===== config.mk =====
export PLATFORM = sky130hd
export DESIGN_NAME = dac_spi_transmitter
export DESIGN_NICKNAME = d
export VERILOG_FILES = /design/src/synth_pkg.sv /design/src/dac_spi_transmitter.sv
export SDC_FILE = /design/constraint.sdc
export NUM_CORES = 1
export LEC_CHECK = 0
export BUFFER_PORTS_ARGS = -buffer_cell sky130_fd_sc_hd__buf_2
export CORE_UTILIZATION = 50
export DETAILED_ROUTE_END_ITERATION = 10
export GPL_TIMING_DRIVEN = 0
export PLACE_DENSITY = 0.73
export SLEW_MARGIN = 20
export SYNTH_ARGS = -nofsm -noshare
export SYNTH_HDL_FRONTEND = slang
export SYNTH_SLANG_ARGS = --single-unit

===== constraint.sdc =====
create_clock -name adc_data_received -period 4.2 [get_ports adc_data_received]
set_input_delay 0.84 -clock adc_data_received [delete_from_list [all_inputs] [get_ports adc_data_received]]
set_output_delay 0.84 -clock adc_data_received [all_outputs]
set_load 0.005 [all_outputs]

===== src/synth_pkg.sv =====
`default_nettype none

package synth_pkg;

	// Timing and table geometry
	localparam logic [15:0] SAMPLE_RATE = 16'd48000;	// Phase wraps here, 32 steps per table entry
	localparam logic [15:0] SAMPLE_INTERVAL = 16'd1500;	// System clocks per output sample
	localparam int LUT_SIZE = 1500;
	localparam int POS_SHIFT = 5;				// Phase position to 11 bit table address
	localparam int MAX_HARMONICS = 8;

	// Output side
	localparam logic [7:0] DAC_CHANNEL_A = 8'h31;		// Write and update channel A
	localparam logic [31:0] ACC_OFFSET = 32'h1FFFF;		// Midscale after the final divide by four
	localparam logic [15:0] DEFAULT_FREQUENCY = 16'd1000;
	localparam int DAC_CLOCK_DIV = 4;			// System clocks per DAC bit

	// Opcodes carried in the top byte of a control word
	typedef enum logic [7:0] {
		op_set_frequency = 8'd1,
		op_set_harmonics = 8'd2,
		op_restart_phase = 8'd3
	} adc_op_e;

	typedef enum logic [1:0] {
		st_idle,
		st_init,
		st_calc,
		st_done
	} engine_state_e;

	// One received SPI frame, MSB first on the wire
	typedef struct packed {
		adc_op_e op;
		logic [15:0] value;
	} adc_word_t;

	typedef struct packed {
		logic [15:0] frequency;
		logic [3:0] harmonic_count;	// Always 1 to MAX_HARMONICS
		logic restart;			// Single cycle pulse
	} synth_config_t;

	// Frame sent to the DAC
	typedef struct packed {
		logic [7:0] command;
		logic [15:0] sample;
	} dac_word_t;

endpackage

`default_nettype wire


===== src/dac_spi_transmitter.sv =====
`timescale 1ns/1ps
`default_nettype none

module dac_spi_transmitter (
	input wire adc_data_received,
	input wire reset,
	input wire synth_pkg::dac_word_t data,
	input wire send,
	output logic spi_cs,
	output logic spi_clock,
	output logic spi_data
);

	import synth_pkg::*;

	logic cs_q;				// Low while a frame is in progress
	logic [$clog2(DAC_CLOCK_DIV)-1:0] div_q;	// Position inside one bit
	logic [4:0] bit_q;			// Bit index, 0 to 23
	logic [23:0] shift_q;			// MSB is on the wire
	logic bit_end;

	assign bit_end = (div_q == DAC_CLOCK_DIV - 1);

	assign spi_cs = cs_q;
	// Low for the first half of each bit, rising mid-bit
	assign spi_clock = ~cs_q & (div_q >= DAC_CLOCK_DIV / 2);
	assign spi_data = ~cs_q & shift_q[23];	// Idle low between frames

	always_ff @(posedge adc_data_received or posedge reset) begin
		if (reset) begin
			cs_q <= 1'b1;
			div_q <= '0;
			bit_q <= 5'd0;
		end else if (cs_q) begin
			if (send) begin
				cs_q <= 1'b0;	// Frame starts next cycle
				div_q <= '0;
				bit_q <= 5'd0;
			end
		end else begin
			// Busy, a send here is ignored
			div_q <= div_q + 1'b1;
			if (bit_end) begin
				div_q <= '0;
				if (bit_q == 5'd23) begin
					cs_q <= 1'b1;	// Last bit done
				end else begin
					bit_q <= bit_q + 5'd1;
				end
			end
		end
	end

	// Shift register, loaded on send and advanced at each bit boundary
	always_ff @(posedge adc_data_received) begin
		if (cs_q && send) begin
			shift_q <= data;
		end else if (!cs_q && bit_end) begin
			shift_q <= {shift_q[22:0], 1'b0};	// Next bit while clock goes low
		end
	end

endmodule

`default_nettype wire


==> impl_metrics.py <==
metrics = {
    "status": {
        "outcome": "finished, violations left",
        "violations": "design-rule violations",
    },
    "power_and_ir_drop": {
        "p_sw_mw": 0.293,
        "power_mw": 0.973,
        "seqPwrFrac": 0.544,
        "cellLeakagePower_nw": 0.801,
        "p_sw_frac": 0.301,
        "clkPwrFrac": 0.185,
        "peakVddDrop_v": 0.000381,
        "p_per_area_nw_per_um2": 549,
        "p_int_mw": 0.680,
        "pwr-share-comb": 0.271,
    },
    "yosys": {
        "synthesis.area_um2": 1530,
        "yosysWarnings": 0,
        "yosys.cell_count.top_type": "edfxtp_1",
        "synth_cells": 96,
        "ys_ff_latch": 32,
        "synthFlopType": "edfxtp_1",
        "seq_area_frac_synth": 0.603,
        "synthArstFlopShare": 0.250,
        "synth_fp_nets": 126,
        "synth_area_leaders": "edfxtp_1, mux2_4, dfrtp_1, mux2_2, ha_1",
        "synth_edf_count": 24,
        "avgSynthCellArea_um2": 15.9,
        "synthTopCellsByCount": "edfxtp_1, mux2_4, dfrtp_1, mux2_2",
        "netlist-cell-type-count": 30,
        "synth_top_area_cell": "edfxtp_1",
        "synth_top_area_share": 0.471,
    },
    "setup_path": {
        "crit_slowest_cell": "dfstp_2",
        "reg2regPathDepth": 3,
        "r2r_slack_ns": 2.14,
        "arrival_ns": 1.32,
        "slowest_delay_ns": 0.58,
        "cp-start-kind": "flop",
        "r2r-start": "spi_cs$_DFF_PP1_",
        "cp_max_fo": 10,
        "worstSetupEndpointType": "output pin",
        "crit_top_cell": "buf_2",
        "cp_cell_sequence": "buf_2 -> nor2b_1 -> buf_2",
        "rr_endpoint": "shift_q[20]$_DFFE_PP_",
        "criticalPathCategory": "reg2out",
        "cp.required_ns": 3.36,
    },
    "sta": {
        "relSlewSlack": 0.338,
        "period_minus_slack_ns": 2.16,
        "setup_tns_ns": 0,
        "worst_pin_slew_ns": 0.990,
        "maxSlewViolCount": 0,
        "fmax_mhz": 463,
        "setup_violations": 0,
        "hold_violations": 0,
        "clock_skew_ns": 0.00943,
        "rsz0062_at_grt": "false",
        "fin_crit_sh": 0.514,
        "hold_slack_ns": 0.430,
    },
    "route": {
        "dr.pass1.iters": 9,
        "routedWlPerCell_um": 15.6,
        "finalWirelength_um": 2560,
        "drc": 2,
        "drtIter0Drc": 32,
        "ant_nets": 0,
        "vias_per_cell": 5.55,
        "via_count": 911,
    },
    "finish": {
        "antenna_cells": 0,
        "layout-drive-gt1-share": 0.474,
        "nets": 162,
        "area_delta_synth_final_pct": 15.9,
    },
    "floorplanning": {
        "fp.dieH_um": 57.3,
        "core_um2": 2830,
        "die_x_um": 57.3,
        "die_area_um2": 3290,
        "rows": 19,
        "start_util": 0.541,
        "pin_count": 30,
    },
    "run": {
        "drv_cap": 0,
    },
    "placement": {
        "hpwl_um": 1750,
        "io_buffers": 29,
        "place.gp.congestion": 0.783,
    },
    "clocking": {
        "clk_pin_slew_ns": 0.10,
        "cts_root_buf": "clkbuf_4",
        "postCtsHoldBufs": 0,
        "postCtsResizedCells": 0,
        "clock_latency_ns": 0.33,
        "cts_max_level": 2,
        "cts_buffers": 5,
        "clockBufferDepth": 2,
        "cts_tree": "built",
        "post_cts_buffers": 0,
        "cts.sinks": 32,
    },
    "global_route": {
        "overflow": 0,
        "grt_first_pass_wirelength_um": 4280,
        "grt_pass1_vias": 938,
        "track_usage": 0.182,
        "antenna_found_initial": 0,
        "grt_max_degree": 25,
    },
    "min_path": {
        "holdCritPathClass": "in2async",
    },
}
==> flip-flops by register name, indices dropped and copies added (netlist names) <==
register	count
shift_q	24
bit_q	5
div_q	2
spi_cs	1
==> metrics by stage <==
stage | setup WS, ns | util | cells | instance area (um^2)
floorplan | 2.17 | - | 96 | 1530
global placement | 1.75 | 0.606 | 156 | 1710
detailed placement | 1.71 | 0.606 | 156 | 1710
CTS | 2.02 | 0.627 | 164 | 1770
global route | 1.96 | 0.627 | 164 | 1770
finish | 2.04 | 0.627 | 164 | 1770
==> final cells by class <==
| class | count | area [um^2] |
|---|---|---|
| Fill cell | 214 | 1060 |
| Sequential cell | 32 | 922 |
| Tap cell | 31 | 38.8 |
| Multi-Input combinational cell | 59 | 573 |
| Timing Repair Buffer | 29 | 145 |
| Buffer | 3 | 27.5 |
| Inverter | 2 | 7.51 |
| Clock buffer | 7 | 55.1 |
| Clock inverter | 1 | 3.75 |
==> cells in the final DEF (no fill, tap or decap), drive strengths merged, types with 2 or more instances in the layout <==
master	instances
o21ai	4
nand2b	2
nor2b	2
inv	2
dfrtp	7
nand2	5
edfxtp	24
mux2	23
nand4	2
buf	32
clkbuf	7
nor2	3
ha	3
and4b	2
==> routing by layer <==
layer / up-vias / routed length [um] / GRT usage / part of all wire
li1: 439 / - / - / -
met1: 437 / 1140 / 0.236 / 0.45
met2: 28 / 1250 / 0.276 / 0.49
met3: 7 / 125 / 0.0816 / 0.049
met4: 0 / 44 / 0.0627 / 0.017
met5: - / 0 / 0 / 0
==> power by group through the flow <==
stage | registers [mW] | logic (mW) | clock network (mW)
6_report | 0.529 | 0.264 | 0.180
2_1_floorplan | 0.516 | 0.202 | 0
5_1_grt | 0.541 | 0.297 | 0.202
3_3_place_gp | 0.528 | 0.252 | 0
3_5_place_dp | 0.534 | 0.267 | 0
4_1_cts | 0.529 | 0.268 | 0.184
==> logic make-up after synthesis <==
group,share of synthesized area
and+or+nand+nor,0.0793
DFF,0.603
xor gates and xnor gates,0.00572
buffers and inverters,0.0229
AOI/OAI and AO/OA,0.0474
muxes,0.217
adders and majority gates,0.0245
==> worst max-delay path, delay by kind of cell, from the launching register on <==
family	cells	cell delay [ns]
flip-flops	1	0.58
buffers and inverters	2	0.34
AND/OR/NAND/NOR	1	0.06
==> worst max-delay path by stage <==
stage	startpoint	to	slack [ns]	cells past startpoint
after floorplan	send	shift_q[0]$_SDFFCE_PP0P_	2.17	3
after global placement	send	shift_q[21]$_DFFE_PP_	1.75	4
after detailed placement	send	shift_q[20]$_DFFE_PP_	1.71	4
after CTS	spi_cs$_DFF_PP1_	spi_data	2.02	3
after global routing	spi_cs$_DFF_PP1_	spi_data	1.96	3
final	spi_cs$_DFF_PP1_	spi_data	2.04	3
No activity file was read; power rests on OpenSTA's default activity.
