$ cat src/synth_pkg.sv
`default_nettype none

package synth_pkg;

	// Timing and table geometry
	localparam logic [15:0] SAMPLE_RATE = 16'd48000;	// Phase wraps here, 32 steps per table entry
	localparam logic [15:0] SAMPLE_INTERVAL = 16'd1500;	// System clocks per output sample
	localparam int LUT_SIZE = 1500;
	localparam int POS_SHIFT = 5;				// Phase position to 11 bit table address
	localparam int MAX_HARMONICS = 8;

	// Output side
	localparam logic [7:0] DAC_CHANNEL_A = 8'h31;		// Write and update channel A
	localparam logic [31:0] ACC_OFFSET = 32'h1FFFF;		// Midscale after the final divide by four
	localparam logic [15:0] DEFAULT_FREQUENCY = 16'd1000;
	localparam int DAC_CLOCK_DIV = 4;			// System clocks per DAC bit

	// Opcodes carried in the top byte of a control word
	typedef enum logic [7:0] {
		op_set_frequency = 8'd1,
		op_set_harmonics = 8'd2,
		op_restart_phase = 8'd3
	} adc_op_e;

	typedef enum logic [1:0] {
		st_idle,
		st_init,
		st_calc,
		st_done
	} engine_state_e;

	// One received SPI frame, MSB first on the wire
	typedef struct packed {
		adc_op_e op;
		logic [15:0] value;
	} adc_word_t;

	typedef struct packed {
		logic [15:0] frequency;
		logic [3:0] harmonic_count;	// Always 1 to MAX_HARMONICS
		logic restart;			// Single cycle pulse
	} synth_config_t;

	// Frame sent to the DAC
	typedef struct packed {
		logic [7:0] command;
		logic [15:0] sample;
	} dac_word_t;

endpackage

`default_nettype wire

$ cat src/adc_spi_receiver.sv
`timescale 1ns/1ps
`default_nettype none

module adc_spi_receiver (
	input wire adc_data_received,
	input wire reset,
	input wire spi_nss,
	input wire spi_clock,
	input wire spi_data,
	output synth_pkg::adc_word_t word,
	output logic word_valid
);

	// Two sync flops plus one history flop for edge detection
	logic [2:0] nss_sync;
	logic [2:0] clk_sync;
	logic [1:0] data_sync;

	logic [23:0] shift_q;	// Incoming bits, newest in bit 0
	logic [4:0] bit_count;	// Saturates so long frames never alias to 24

	logic sclk_rise;
	logic nss_rise;
	logic nss_low;

	assign sclk_rise = clk_sync[1] & ~clk_sync[2];
	assign nss_rise = nss_sync[1] & ~nss_sync[2];
	assign nss_low = ~nss_sync[1];

	always_ff @(posedge adc_data_received or posedge reset) begin
		if (reset) begin
			nss_sync <= 3'b111;	// Bus idles deselected
			clk_sync <= 3'b000;
			data_sync <= 2'b00;
			bit_count <= 5'd0;
			word_valid <= 1'b0;
		end else begin
			nss_sync <= {nss_sync[1:0], spi_nss};
			clk_sync <= {clk_sync[1:0], spi_clock};
			data_sync <= {data_sync[0], spi_data};
			word_valid <= 1'b0;

			if (nss_rise) begin
				word_valid <= (bit_count == 5'd24);	// Anything else is dropped
				bit_count <= 5'd0;
			end else if (nss_low && sclk_rise && bit_count != 5'd31) begin
				bit_count <= bit_count + 5'd1;
			end
		end
	end

	// Data path, aligned with the synchronized clock
	always_ff @(posedge adc_data_received) begin
		if (nss_low && sclk_rise) begin
			shift_q <= {shift_q[22:0], data_sync[1]};
		end
		if (nss_rise) begin
			word <= shift_q;	// Only used when word_valid fires
		end
	end

endmodule

`default_nettype wire

$ cat config.mk
export PLATFORM = sky130hd
export DESIGN_NAME = adc_spi_receiver
export DESIGN_NICKNAME = d
export VERILOG_FILES = /design/src/synth_pkg.sv /design/src/adc_spi_receiver.sv
export SDC_FILE = /design/constraint.sdc
export NUM_CORES = 1
export LEC_CHECK = 0
export ABC_AREA = 1
export BUFFER_PORTS_ARGS = -buffer_cell sky130_fd_sc_hd__buf_2
export CORE_ASPECT_RATIO = 2
export CORE_MARGIN = 8
export CORE_UTILIZATION = 25
export DETAILED_ROUTE_END_ITERATION = 10
export HOLD_SLACK_MARGIN = 0.12
export SYNTH_ARGS = -nofsm -noshare
export SYNTH_HDL_FRONTEND = slang
export SYNTH_SLANG_ARGS = --single-unit
$ cat constraint.sdc
create_clock -name adc_data_received -period 4.12 [get_ports adc_data_received]
set_input_delay 0.618 -clock adc_data_received [delete_from_list [all_inputs] [get_ports adc_data_received]]
set_output_delay 0.618 -clock adc_data_received [all_outputs]
set_load 0.01 [all_outputs]
==> flow_results.org <==
** Clock network
- Counting along the longest clock path gives a buffer depth of 2.
- In this run, post-CTS repair resized a total of 0 instances.
- Clock-pin slew on the worst setup and hold paths :: 0.05 ns
- Insertion delay of the later-clocked pin in the worst-skew pair :: 0.32 ns
- Buffers added to address setup during post-CTS repair amount to 0.
- CTS tree :: done
- CTS sink cnt :: 62
- Hold repair after CTS inserted 0 buffers.
- Root Buffer :: sky130_fd_sc_hd__clkbuf_16
- The H-tree was split into 3 levels.
- Number of buffers created by CTS :: 9

** Logic synthesis
- Synth Area in Simple Gates :: 6.572%
- Ranked by total cell area, the synthesized netlist is headed by sky130_fd_sc_hd__edfxtp_1 (71%), sky130_fd_sc_hd__dfrtp_1 (14%), sky130_fd_sc_hd__dfstp_2 (3.9%), sky130_fd_sc_hd__ha_1 (1.9%), sky130_fd_sc_hd__nand2_1 (1.7%).
- Summing the areas of all fa, ha and maj instances in the mapped netlist gives roughly 1.9% of the synthesized area.
- After synthesis, flip-flops and latches occupy approximately 89% of the total area.
- Unique masters post-synth :: 15
- Synth Area in Compound Gates :: less than 1%
- After technology mapping, the gate count stands at roughly 100.
- After synthesis, the mean cell area works out to 19.98 um^2.
- In this run, synthesis inferred 48 flip-flops with an integrated enable.
- Main combinational cell family by area after synthesis :: simple AND/OR/NAND/NOR gates
- Biggest area consumer among synthesized cells :: sky130_fd_sc_hd__edfxtp_1
- Commonest cells in the synthesized netlist :: sky130_fd_sc_hd__edfxtp_1 (48), sky130_fd_sc_hd__dfrtp_1 (11), sky130_fd_sc_hd__nand2_1 (9), sky130_fd_sc_hd__inv_1 (8), sky130_fd_sc_hd__nand4_1 (4)
- The portion of synthesized area spent on multiplexers is 0%.
- Primary FF master, synth :: sky130_fd_sc_hd__edfxtp_1
- Flip-flop and latch count after synthesis :: 62
- Portion of synthesized cell area occupied by the leading cell type :: a little under three quarters
- Of all flip-flops after synthesis, the portion carrying an async set or reset was between 20 and 25%.
- Net Count, Synth :: 109
- Of the total synthesized cell area, the portion taken by XOR and XNOR cells is 0%.
- During synthesis, Yosys emitted a total of 0 warnings.
- Netlist Area Pre-Place :: 0.002018 mm^2
- Most numerous cell in the Yosys netlist :: sky130_fd_sc_hd__edfxtp_1

** Floorplanning
- DIE WIDTH :: just under 80 um
- Once the floorplan was initialized, standard cells occupied 25.60% of the core.
- For this design the top-level I/O count stands at 30.
- The floorplan step defined a die boundary enclosing ~0.011 mm^2.
- The die is 143.1 um tall.
- The initialized floorplan defines 46 standard-cell rows.
- The core region is 0.007885 mm^2.

** Setup path
- Critical path type :: register to register
- Kind of launch point of the worst setup path :: register
- Grouping stages by cell kind, the critical path spends the most delay in simple AND/OR/NAND/NOR gates.
- Worst setup EP type :: register
- For the worst setup path, the data arrival time is 1.84 ns.
- Cell with the most instances on the worst path :: sky130_fd_sc_hd__inv_2
- Data required, critical path :: around 4.3 ns
- Maximum fanout along the worst path :: 27
- Maximum cell stage delay along the critical path :: roughly 0.57 ns
- Cell-by-cell trace of the critical path :: inv_2 > nor2_4 > inv_2 > nand2_1 > o21ai_0
- The slowest stage of the critical path belongs to the cell sky130_fd_sc_hd__nor2_4.
- The critical path contains buffers and inverters numbering 2 combined.

** Final layout
- The post-route netlist has about a third of its cells at a drive strength greater than 1.
- With fillers left out, the area of the finished cells amounts to 0.002645 mm^2.
- After the last flow step, the layout net total stands at 149.
- Once layout is complete, the cells apart from fillers number approximately 240.
- The number of antenna diodes in the final layout is 0.
- The area growth from synthesis to layout is 31.06%.

** Drt
- Initial DRT Pass Iterations :: 4
- Number of nets with antenna violations after routing :: 0
- Via/cell ratio :: 3.971
- After detailed routing, the total wire length is 3079 um.
- The routed layout has 961 vias.
- Drc violations :: 0
- The detailed router finished its first iteration with 124 violations.
- In the final routed layout, each cell accounts on average for 12.72 um.

** Timing
- The final-report max-slew violation count is 0.
- In the finished design, the share of the clock period the worst path needs comes to 40.01%.
- Clock tree skew after final layout :: 0.003177 ns
- The number of hold-slack violations in the final timing report is 0.
- Time the final worst path needs with I/O delays and setup :: 1.648 ns
- Setup repair after global routing left no endpoint under its margin.
- Max transition margin :: 40.86%
- Fmax :: 606.6 MHz
- After layout, the worst setup slack is 2.472 ns.
- # setup viols final :: 0
- After routing, the total negative slack on setup checks comes to 0 ns.
- For the pin with the worst max-slew slack, the measured transition is 0.8861 ns.

** Place
- After detailed placement, the total cell area comes to ~0.0023 mm^2.
- Final weighted congestion in routability-driven placement :: 0.7479
- In this run the tool buffered the top-level ports with 29 buffer cells.
- DP Wirelength :: 2115 um
- Post-placement worst setup slack :: 2.464 ns
- Number of placed instances, taps included :: 226

** GRT
- Total grt overflow :: 0
- Entering global routing, the biggest net connects 28 pins.
- The first global-routing pass estimated 5002 um of wire.
- The initial antenna violation count is 0.
- Vias in the first global route :: 1002
- Global-route total usage across every layer :: 6.048%

** Hold path
- Worst min-delay path class :: input pin to async pin

** Flow run
- The tool flagged a number of max-cap violations equal to 0.

** Power and ir drop
- Power density cells :: 620.6 mW/mm^2
- For this design the static power due to leakage is 1.022 nW.
- The completed layout was analyzed and its total power is ~1.6 mW.
- Max IR drop VDD :: 0.0002712 V

** Status
- The flow ran to the end, and the final reports show no timing, DRC or antenna violations.
## stage by stage
step           hold WS [ns]  util [%]
5_1_grt              0.3533     33.54
2_1_floorplan        0.3312         -
3_3_place_gp         0.3328     28.96
3_5_place_dp         0.3358     28.96
4_1_cts              0.3458     33.54
6_report             0.3295     33.54
## final timing paths
| check | slack (ns) | from | to | depth (start not counted) |
|---|---|---|---|---|
| setup / recovery | 2.47 | nss_sync[1] | bit_count[0] | 5 |
| hold / removal | 0.33 | reset | data_sync[0] | 2 |
| setup reg to reg | 2.47 | nss_sync[1] | bit_count[0] | 5 |
| hold reg to reg | 0.34 | data_sync[0] | data_sync[1] | 0 |
| max in group asynchronous | 3.43 | reset | nss_sync[2] | 2 |
| min in group adc_data_received | 0.34 | data_sync[0] | data_sync[1] | 0 |
## power by group
group / switching, mW / internal (mW)
sequential: 0.00944 / 0.697
clock: 0.250 / 0.648
combinational: 0.0255 / 0.0111
total: 0.285 / 1.36
## kinds of logic (layout without fill, tap and decap cells)
group                      count (synthesis)  in the layout
DFF                                       62             62
and+or+nand+nor                           23             23
buffers and inverters                     10             55
adders and majority gates                  3              3
AOI/OAI and AO/OA                          3              3
## routing by layer
| layer | vias to the layer above | share of wire (%) | GRT usage (%) |
|---|---|---|---|
| li1 | 450 | - | - |
| met1 | 465 | 38 | 5.575 |
| met2 | 34 | 50 | 9.413 |
| met3 | 12 | 8.5 | 3.401 |
| met4 | 0 | 3.8 | 4.916 |
| met5 | - | 0 | 0 |
## placed cells by master, fill, tap and decap left out, types with 3 or more instances in the layout
cell / n
sky130_fd_sc_hd__dfrtp_1: 11
sky130_fd_sc_hd__dfstp_2: 3
sky130_fd_sc_hd__clkbuf_16: 9
sky130_fd_sc_hd__bufinv_16: 4
sky130_fd_sc_hd__buf_2: 29
sky130_fd_sc_hd__nand4_1: 4
sky130_fd_sc_hd__inv_1: 8
sky130_fd_sc_hd__nand2_1: 9
sky130_fd_sc_hd__edfxtp_1: 48
sky130_fd_sc_hd__nand3_1: 3
sky130_fd_sc_hd__o21ai_0: 3
sky130_fd_sc_hd__ha_1: 3
## flip-flops by register name, indices dropped and copies added, names as in the netlist
register	count
shift_q	24
word	24
bit_count	5
clk_sync	3
nss_sync	3
data_sync	2
word_valid	1
## area by class of cell
class | count | area (um^2)
repair buffers | 29 | 145.1
well taps | 96 | 120.1
multi-input cells | 29 | 185.2
inverters | 10 | 37.54
clock buffers | 9 | 225.2
fillers | 747 | 5240
clock inverters | 7 | 136.4
flip-flops and latches | 62 | 1795
No activity file was read; power rests on OpenSTA's default activity.
