--- src/synth_pkg.sv ---
`default_nettype none

package synth_pkg;

	// Timing and table geometry
	localparam logic [15:0] SAMPLE_RATE = 16'd48000;	// Phase wraps here, 32 steps per table entry
	localparam logic [15:0] SAMPLE_INTERVAL = 16'd1500;	// System clocks per output sample
	localparam int LUT_SIZE = 1500;
	localparam int POS_SHIFT = 5;				// Phase position to 11 bit table address
	localparam int MAX_HARMONICS = 8;

	// Output side
	localparam logic [7:0] DAC_CHANNEL_A = 8'h31;		// Write and update channel A
	localparam logic [31:0] ACC_OFFSET = 32'h1FFFF;		// Midscale after the final divide by four
	localparam logic [15:0] DEFAULT_FREQUENCY = 16'd1000;
	localparam int DAC_CLOCK_DIV = 4;			// System clocks per DAC bit

	// Opcodes carried in the top byte of a control word
	typedef enum logic [7:0] {
		op_set_frequency = 8'd1,
		op_set_harmonics = 8'd2,
		op_restart_phase = 8'd3
	} adc_op_e;

	typedef enum logic [1:0] {
		st_idle,
		st_init,
		st_calc,
		st_done
	} engine_state_e;

	// One received SPI frame, MSB first on the wire
	typedef struct packed {
		adc_op_e op;
		logic [15:0] value;
	} adc_word_t;

	typedef struct packed {
		logic [15:0] frequency;
		logic [3:0] harmonic_count;	// Always 1 to MAX_HARMONICS
		logic restart;			// Single cycle pulse
	} synth_config_t;

	// Frame sent to the DAC
	typedef struct packed {
		logic [7:0] command;
		logic [15:0] sample;
	} dac_word_t;

endpackage

`default_nettype wire

--- src/synth_config.sv ---
`timescale 1ns/1ps
`default_nettype none

module synth_config (
	input wire adc_data_received,
	input wire reset,
	input wire synth_pkg::adc_word_t word,
	input wire word_valid,
	output synth_pkg::synth_config_t cfg,
	output logic err_out
);

	import synth_pkg::*;

	// Harmonic count limited to 1..MAX_HARMONICS
	function automatic logic [3:0] clamp_count(input logic [15:0] requested);
		if (requested == 16'd0) begin
			return 4'd1;
		end else if (requested > 16'(MAX_HARMONICS)) begin
			return 4'(MAX_HARMONICS);
		end
		return requested[3:0];
	endfunction

	always_ff @(posedge adc_data_received or posedge reset) begin
		if (reset) begin
			cfg.frequency <= DEFAULT_FREQUENCY;
			cfg.harmonic_count <= 4'd1;	// Fundamental only
			cfg.restart <= 1'b0;
			err_out <= 1'b0;
		end else begin
			cfg.restart <= 1'b0;	// Pulse, cleared every cycle

			if (word_valid) begin
				case (word.op)
					op_set_frequency: begin
						cfg.frequency <= word.value;
					end
					op_set_harmonics: begin
						cfg.harmonic_count <= clamp_count(word.value);
					end
					op_restart_phase: begin
						cfg.restart <= 1'b1;
					end
					default: begin
						// Unknown opcode, sticky until reset
						err_out <= 1'b1;
					end
				endcase
			end
		end
	end

endmodule

`default_nettype wire

--- config.mk ---
export PLATFORM = sky130hd
export DESIGN_NAME = synth_config
export DESIGN_NICKNAME = d
export VERILOG_FILES = /design/src/synth_pkg.sv /design/src/synth_config.sv
export SDC_FILE = /design/constraint.sdc
export NUM_CORES = 1
export LEC_CHECK = 0
export BUFFER_PORTS_ARGS = -buffer_cell sky130_fd_sc_hd__buf_2
export CAP_MARGIN = 0
export CELL_PAD_IN_SITES_DETAIL_PLACEMENT = 1
export CELL_PAD_IN_SITES_GLOBAL_PLACEMENT = 1
export CORE_MARGIN = 2
export CORE_UTILIZATION = 33
export DETAILED_ROUTE_END_ITERATION = 8
export PLACE_DENSITY_LB_ADDON = 0.1
export SLEW_MARGIN = 20
export SYNTH_ARGS = -nofsm -noshare
export SYNTH_HDL_FRONTEND = slang
export SYNTH_SLANG_ARGS = --single-unit
--- constraint.sdc ---
create_clock -name adc_data_received -period 1.2 [get_ports adc_data_received]
set_clock_uncertainty 0.2 [all_clocks]
set_input_delay 0.12 -clock adc_data_received [delete_from_list [all_inputs] [get_ports adc_data_received]]
set_output_delay 0.12 -clock adc_data_received [all_outputs]
set_load 0.005 [all_outputs]
==> results.md, run 1 <==
* Run status: finished with violations
* Failing checks: negative hold slack, negative setup slack
* Gate power share at 16.1%
* Count leader, synth: mux2_2
* Die Wd at between 50 and 60 µm
* DRC errors left at 0
* Ys async rst share at 100.0%
* Slew Limit Headroom at between 70% and 80%
* CTS H-tree depth at 1
* Antenna diode count at 0
* Initial antenna violation count at 0
* CP Buf/Inv Count at 2
* Hold Vio Cnt, Final at 1
* CP endpoint kind: flip-flop
* Global route overflow at 0
* Worst setup startpoint: word[20]
* Primary FF master, synth: dfrtp_1
* Share of cells above drive strength 1 at 67.76%
* Vias per Instance at between 4 and 5
* Syn. warnings at 0
* Period utilization at 127.8%
* DR iter-0 viols at 19
* Starting density of the core at between 30% and 40%
* CTS clk-pin slew, worst paths at about 0.12 ns
* Slew Viols, Final at 0
* CTS Root Cell: clkbuf_4
* R2R Setup Slk at ~0.09 ns
* Full die area at between 0.003 and 0.004 mm²
* Fin nets at 180
* Final Core Density at between 60 and 70%
* Top cells by count, synth: mux2_2 (17), dfrtp_1 (15), dfstp_2 (7), o31ai_1 (7), inv_1 (4)
* CTS Buf Count at 3
* Sequential share of power at 48.8%
* WP depth at 5
* CP required at around 1.2 ns
* IO Port Bufs at 48
* CTS Hold Bufs at 18
* Cell-by-cell listing of the critical path: buf_6 -> or4_4 -> buf_6 -> or3_4 -> mux2_2
* Seq/Total Area, Yosys at between 50% and 60%
* Die Height at ~58 µm
* Reg2Reg Launch Point: cfg[17]$_DFFE_PP0P_
* Synth Cell Area at ~950 µm²
* # Max-Cap Violations at 0
* Internal at around 1300 µW
* Routed Antenna Nets at 0
* # IOs at 49
* GPL Wtd Cong at between 0.7 and 0.8
* Crit path time final at 1.534 ns
* Core area at 0.002734 mm²
* Detailed Place HPWL at approximately 1800 µm
* Total Routing Usage GR at 18.27%
* Setup TNS at -5.995 ns
* Wire per inst at about 16 µm
* Critical path's most frequent cell: buf_6
* CTS Buffer Depth at 2
* Vias in the first global route at ~980
* Largest cells by area after synthesis: dfrtp_1 (40%), mux2_2 (20%), dfstp_2 (19%), o31ai_1 (5.5%), nor4_4 (2.2%)
* RSZ-0062 raised after global routing: true
* Pwr Density at 941.7 mW/mm²
* Netlist cell types at 21
* Clock power share at 35.1%
* Number of setup violations in the final report at 28
* Post-synth EDFFs at 0
* CTS tree: done
* Final instance area at between 0.0015 and 0.002 mm²
* DR WL met3 at around 140 µm
* Std cell rows at 19
* Critical path fanouts, max at 4
* Min Hold Slack at -0.1294 ns
* Met2 WL post-DR at roughly 1500 µm
* Crit start category: input port
* Synthesis-to-layout area growth at 81.55%
* Highest Signal Layer: met4
* Arrival time worst endpoint at around 1.5 ns
* Max frequency at 0.6520 GHz
* Via count at about 890
* Reg2Reg Depth at 2
* Area leader, netlist: dfrtp_1
* Slew @ Worst Pin at roughly 0.33 ns
* Area share of the largest cell type after synthesis at between 30% and 40%
* Net count after synthesis at 96
* Synthesized flop and latch total at 22
* TritonCTS Sinks at 22
* Setup Crit Path Kind: in2reg
* Worst vdd ir at around 0.81 mV
* Leak at between 0.0008 and 0.0009 µW
* Synthesized instance count at 69
* Syn Area/Cell at about 14 µm²
* Hold Path Class: in2reg
* Worst-Skew Late Latency at between 0.3 and 0.4 ns
* Final wirelength at 2961 µm
* Routed met1 length at ~1300 µm
* Crit path capture: cfg[4]$_DFFE_PP0P_
* Largest stage delay, worst path at ~0.55 ns
* Post-DP Area at about 0.0013 mm²
* Switching share of power at between 20 and 25%
* Largest net degree at the start of global routing at 23
* Crit-path slowest cell: or4_4
* Fin worst setup slack at -0.3338 ns
* Cell family with most CP delay: simple AND/OR/NAND/NOR gates
* First-pass GRT wire length at 4595 µm
* Drt pass-1 iters at 3
* Reg-to-reg endpoint: cfg[17]$_DFFE_PP0P_
* Net Switching at between 300 and 400 µW
==> cell usage in the layout, fill, tap and decap left out, types with 2 or more instances in the layout <==
master | Yosys | final
dlygate4sd3_1 | 0 | 17
nor2_1 | 2 | 2
inv_1 | 4 | 4
dfrtp_1 | 15 | 15
nor4_1 | 2 | 2
mux2_4 | 0 | 16
buf_6 | 1 | 6
dfstp_2 | 7 | 7
o31ai_4 | 0 | 3
buf_2 | 1 | 45
buf_4 | 0 | 13
o31ai_2 | 0 | 3
clkbuf_4 | 0 | 3
==> worst reg2reg max path: stages (launching register included) <==
cell,delay (ns)
dfrtp_1,0.42
buf_4,0.14
mux2_4,0.25
==> cell families (layout without fill, tap and decap cells) <==
family / count (synthesis) / count (layout) / share of synthesized area [%]
compound gates: 8 / 8 / 6.060
simple gates: 15 / 15 / 11.20
buf+inv: 7 / 90 / 3.688
flops: 22 / 22 / 58.89
mux: 17 / 17 / 20.16
==> how the worst min path moves through the flow <==
stage               cells past startpoint  slack, ns      from                   to
finish                                  3      -0.13  word[22]     cfg[0]$_DFF_PP0_
global route                            3      -0.13  word[23]     cfg[0]$_DFF_PP0_
CTS                                     3      -0.14  word[22]     cfg[0]$_DFF_PP0_
detailed placement                      3      -0.02     reset  err_out$_DFFE_PP0P_
global placement                        3      -0.04     reset  err_out$_DFFE_PP0P_
floorplan                               1       -0.1     reset     cfg[0]$_DFF_PP0_
==> final cells by class <==
class / count / area, µm²
Clock buffer: 3 / 22.52
Clock inverter: 1 / 30.03
Fill cell: 293 / 1010
Inverter: 4 / 15.01
Multi-Input combinational cell: 40 / 485.5
Sequential cell: 22 / 559.3
Tap cell: 31 / 38.79
Timing Repair Buffer: 82 / 573.1
==> through the flow <==
step                total power [µW]  instances  setup WS, ns
detailed placement             979.3        154       -0.7711
CTS                             1621        177       -0.3206
finish                          1624        183       -0.3338
floorplan                      870.9         69       -0.8502
global route                    1689        183       -0.3493
global placement               972.6        154       -0.7426
==> flip-flops by register name (all words and copies together) (netlist names) <==
| register | count |
|---|---|
| cfg | 21 |
| err_out | 1 |
==> power groups by stage <==
stage                     combinational (µW)  clock, µW  sequential, µW
after floorplan                         64.0          0             807
after global placement                   169          0             804
after detailed placement                 175          0             805
after CTS                                245        584             793
after global routing                     283        609             797
final                                    261        570             793
==> metal layers <==
metal,GRT usage [%],vias to the layer above
met2,31.66,29
met5,0,-
li1,-,417
met4,6.645,0
met3,2.679,4
met1,23.13,436
==> repair_timing <==
item,4_1_cts,5_1_grt
gates resized for setup,25,5
endpoints found under the setup margin,29,34
setup buffers,1,6
endpoints found under the hold margin,42,1
pin swaps,5,1
Note: power is estimated with default switching activity, not from simulation.
==> run 2: changes to the inputs <==
CORE_UTILIZATION = 30   (was 33)
SKIP_LAST_GASP = 1   (was not set)
clock period = 1.4 ns   (was 1.2 ns; I/O delays follow)
==> results.md, run 2 (synthesis gave the netlist of run 1 again) <==
* Most frequent cells in the layout: buf_2 (47), dlygate4sd3_1 (19), dfrtp_1 (15)
* # IOs at 49 (unchanged)
* CP endpoint kind: flip-flop
* Final wirelength at 3023 µm (+2.1%)
* CP required at 1.42 ns (+0.21 ns)
* Worst-Skew Late Latency at 0.31 ns (about the same)
* Max frequency at approximately 0.64 GHz
* Worst vdd ir at 0.5877 mV (-28%)
* Final Core Density at 57.44% (-5.6 points)
* CTS clk-pin slew, worst paths at 0.12 ns (about the same)
* Number of setup violations in the final report at 20 (-29%)
* Slew Viols, Final at 0 (unchanged)
* Largest register by flop count: cfg
* Crit start category: input port
* Total Routing Usage GR at 16.52% (-1.8 points)
* Fin worst setup slack at -0.1709 ns (+0.1629 ns)
* CTS H-tree depth at 1 (unchanged)
* Cell-by-cell listing of the critical path: buf_6 -> or4_4 -> buf_4 -> or3_4 -> mux2_2
* Global route overflow at 0 (unchanged)
* Hold Path Class: in2reg
* Post-Layout Cell Count at 195 (+6.6%)
* Hold Vio Cnt, Final at 0 (-1)
* Area of the multi-input gates at 501.7 µm² (+3.4%)
* Failing checks: negative setup slack
* Biggest regs: cfg: 21 flops, err_out: 1 flops
* Synthesis-to-layout area growth at 83.14%
* DR iter-0 viols at 8 (-11)
* CTS tree: done
* GPL Wtd Cong at 0.7339 (+4.8%)
* Starting density of the core at 31.36% (-3.4 points)
* Min Hold Slack at 0.004937 ns (+0.1344 ns)
* Fin nets at 179 (-0.56%)
* CTS Buf Count at 3 (unchanged)
* Slew @ Worst Pin at 0.3110 ns (-0.02348 ns)
* Initial antenna violation count at 0 (unchanged)
* Crit-path slowest cell: or4_4
* Period utilization at 112.2%
* IO Port Bufs at 48 (unchanged)
* Cell family with most CP delay: simple AND/OR/NAND/NOR gates
* Run status: finished with violations
* Largest net degree at the start of global routing at 23 (unchanged)
* CTS Buffer Depth at 2 (unchanged)
* Die Height at 60.27 µm (+4.5%)
* Full die area at 0.003632 mm² (+9.3%)
* Slew Limit Headroom at 79.07% (+1.6 points)
* Crit path time final at ~1.6 ns
* Largest stage delay, worst path at 0.54 ns (about the same)
* Max FFs per register at 21 (unchanged)
* Die Wd at 60.27 µm (+4.5%)
* Cells after DPL at 165 (+7.1%)
* Setup TNS at -2.148 ns (+3.847 ns)
* Pwr Density at 696.1 mW/mm² (-26%)
* DRC errors left at 0 (unchanged)
* Arrival time worst endpoint at 1.59 ns (+0.05 ns)
* CP Buf/Inv Count at 2 (unchanged)
* Via count at 895 (+1.0%)
* RSZ-0062 raised after global routing: true
* # Max-Cap Violations at 0 (unchanged)
* Share of cells above drive strength 1 at 66.89% (-0.88 points)
* Wire per inst at 15.50 µm (-4.2%)
* Critical path fanouts, max at 4 (unchanged)
* TritonCTS Sinks at 22 (unchanged)
* Setup Crit Path Kind: in2reg
* Leak at 0.0008635 µW (-0.44%)
* Drt pass-1 iters at 4 (+1)
* Core area at 0.003028 mm² (+11%)
* Tot Pwr at 1211 µW (-25%)
* Std cell rows at 20 (+1)
* Routed Antenna Nets at 0 (unchanged)
* R2R Setup Slk at 0.40 ns (+0.31 ns)
* Register Area at 559.3 µm² (unchanged)
* Fill count at 328 (+12%)
* Vias in the first global route at 970 (-0.72%)
* Antenna diode count at 0 (unchanged)
* Most common cell after layout, fill and taps aside: buf_2
* Detailed Place HPWL at 1682 µm (-7.9%)
* Vias per Instance at 4.590 (-5.2%)
* CTS Root Cell: clkbuf_4
* First-pass GRT wire length at 4367 µm (-5.0%)
-- run 2: routing by layer --
| metal | vias to the layer above | routed length [µm] | GRT usage (%) |
|---|---|---|---|
| met5 | - | 0 | 0 |
| met4 | 0 | 63 | 2.857 |
| met3 | 6 | 156 | 4.545 |
| met2 | 32 | 1589 | 29.50 |
| met1 | 438 | 1213 | 19.92 |
| li1 | 419 | - | - |
-- run 2: final timing paths --
check	startpoint	endpoint	depth (start not counted)
max in group asynchronous	reset	cfg[11]$_DFFE_PP1P_	4
hold / removal	word[16]	cfg[0]$_DFF_PP0_	3
hold reg to reg	err_out$_DFFE_PP0P_	err_out$_DFFE_PP0P_	1
min in group asynchronous	reset	cfg[2]$_DFFE_PP0P_	4
setup reg to reg	cfg[1]$_DFFE_PP1P_	cfg[1]$_DFFE_PP1P_	2
setup / recovery	word[20]	cfg[4]$_DFFE_PP0P_	5
-- run 2: area by class of cell --
class / instances / share of cell area, %
Timing Repair Buffer: 81 / 33.45
Sequential cell: 22 / 32.16
Multi-Input combinational cell: 40 / 28.85
Tap cell: 44 / 3.165
Clock buffer: 4 / 1.511
Inverter: 4 / 0.8633
-- run 2: stage by stage --
step,worst slack [ns],instance area [µm²]
floorplan,-0.6702,974.7
global placement,-0.5741,1309
detailed placement,-0.5989,1309
CTS,-0.1904,1639
global route,-0.1560,1739
finish,-0.1709,1739
-- run 2: report_power, final --
part	switching [µW]	total, µW	internal (µW)
sequential	12.1	678	666
combinational	90.7	220	129
clock	201	312	112
-- run 2: tightest hold or removal path: cells and delay by family --
family                 cells  cell delay (ns)
and+or+nand+nor            2             0.24
buffers and inverters      1             0.12
-- run 2: timing repair --
item,CTS,global route
endpoints found under the hold margin,43,3
endpoints found under the setup margin,21,22
buffers inserted,1,3
hold buffers,22,3
gates cloned,1,0
gates resized for setup,10,18
pin swaps,4,7
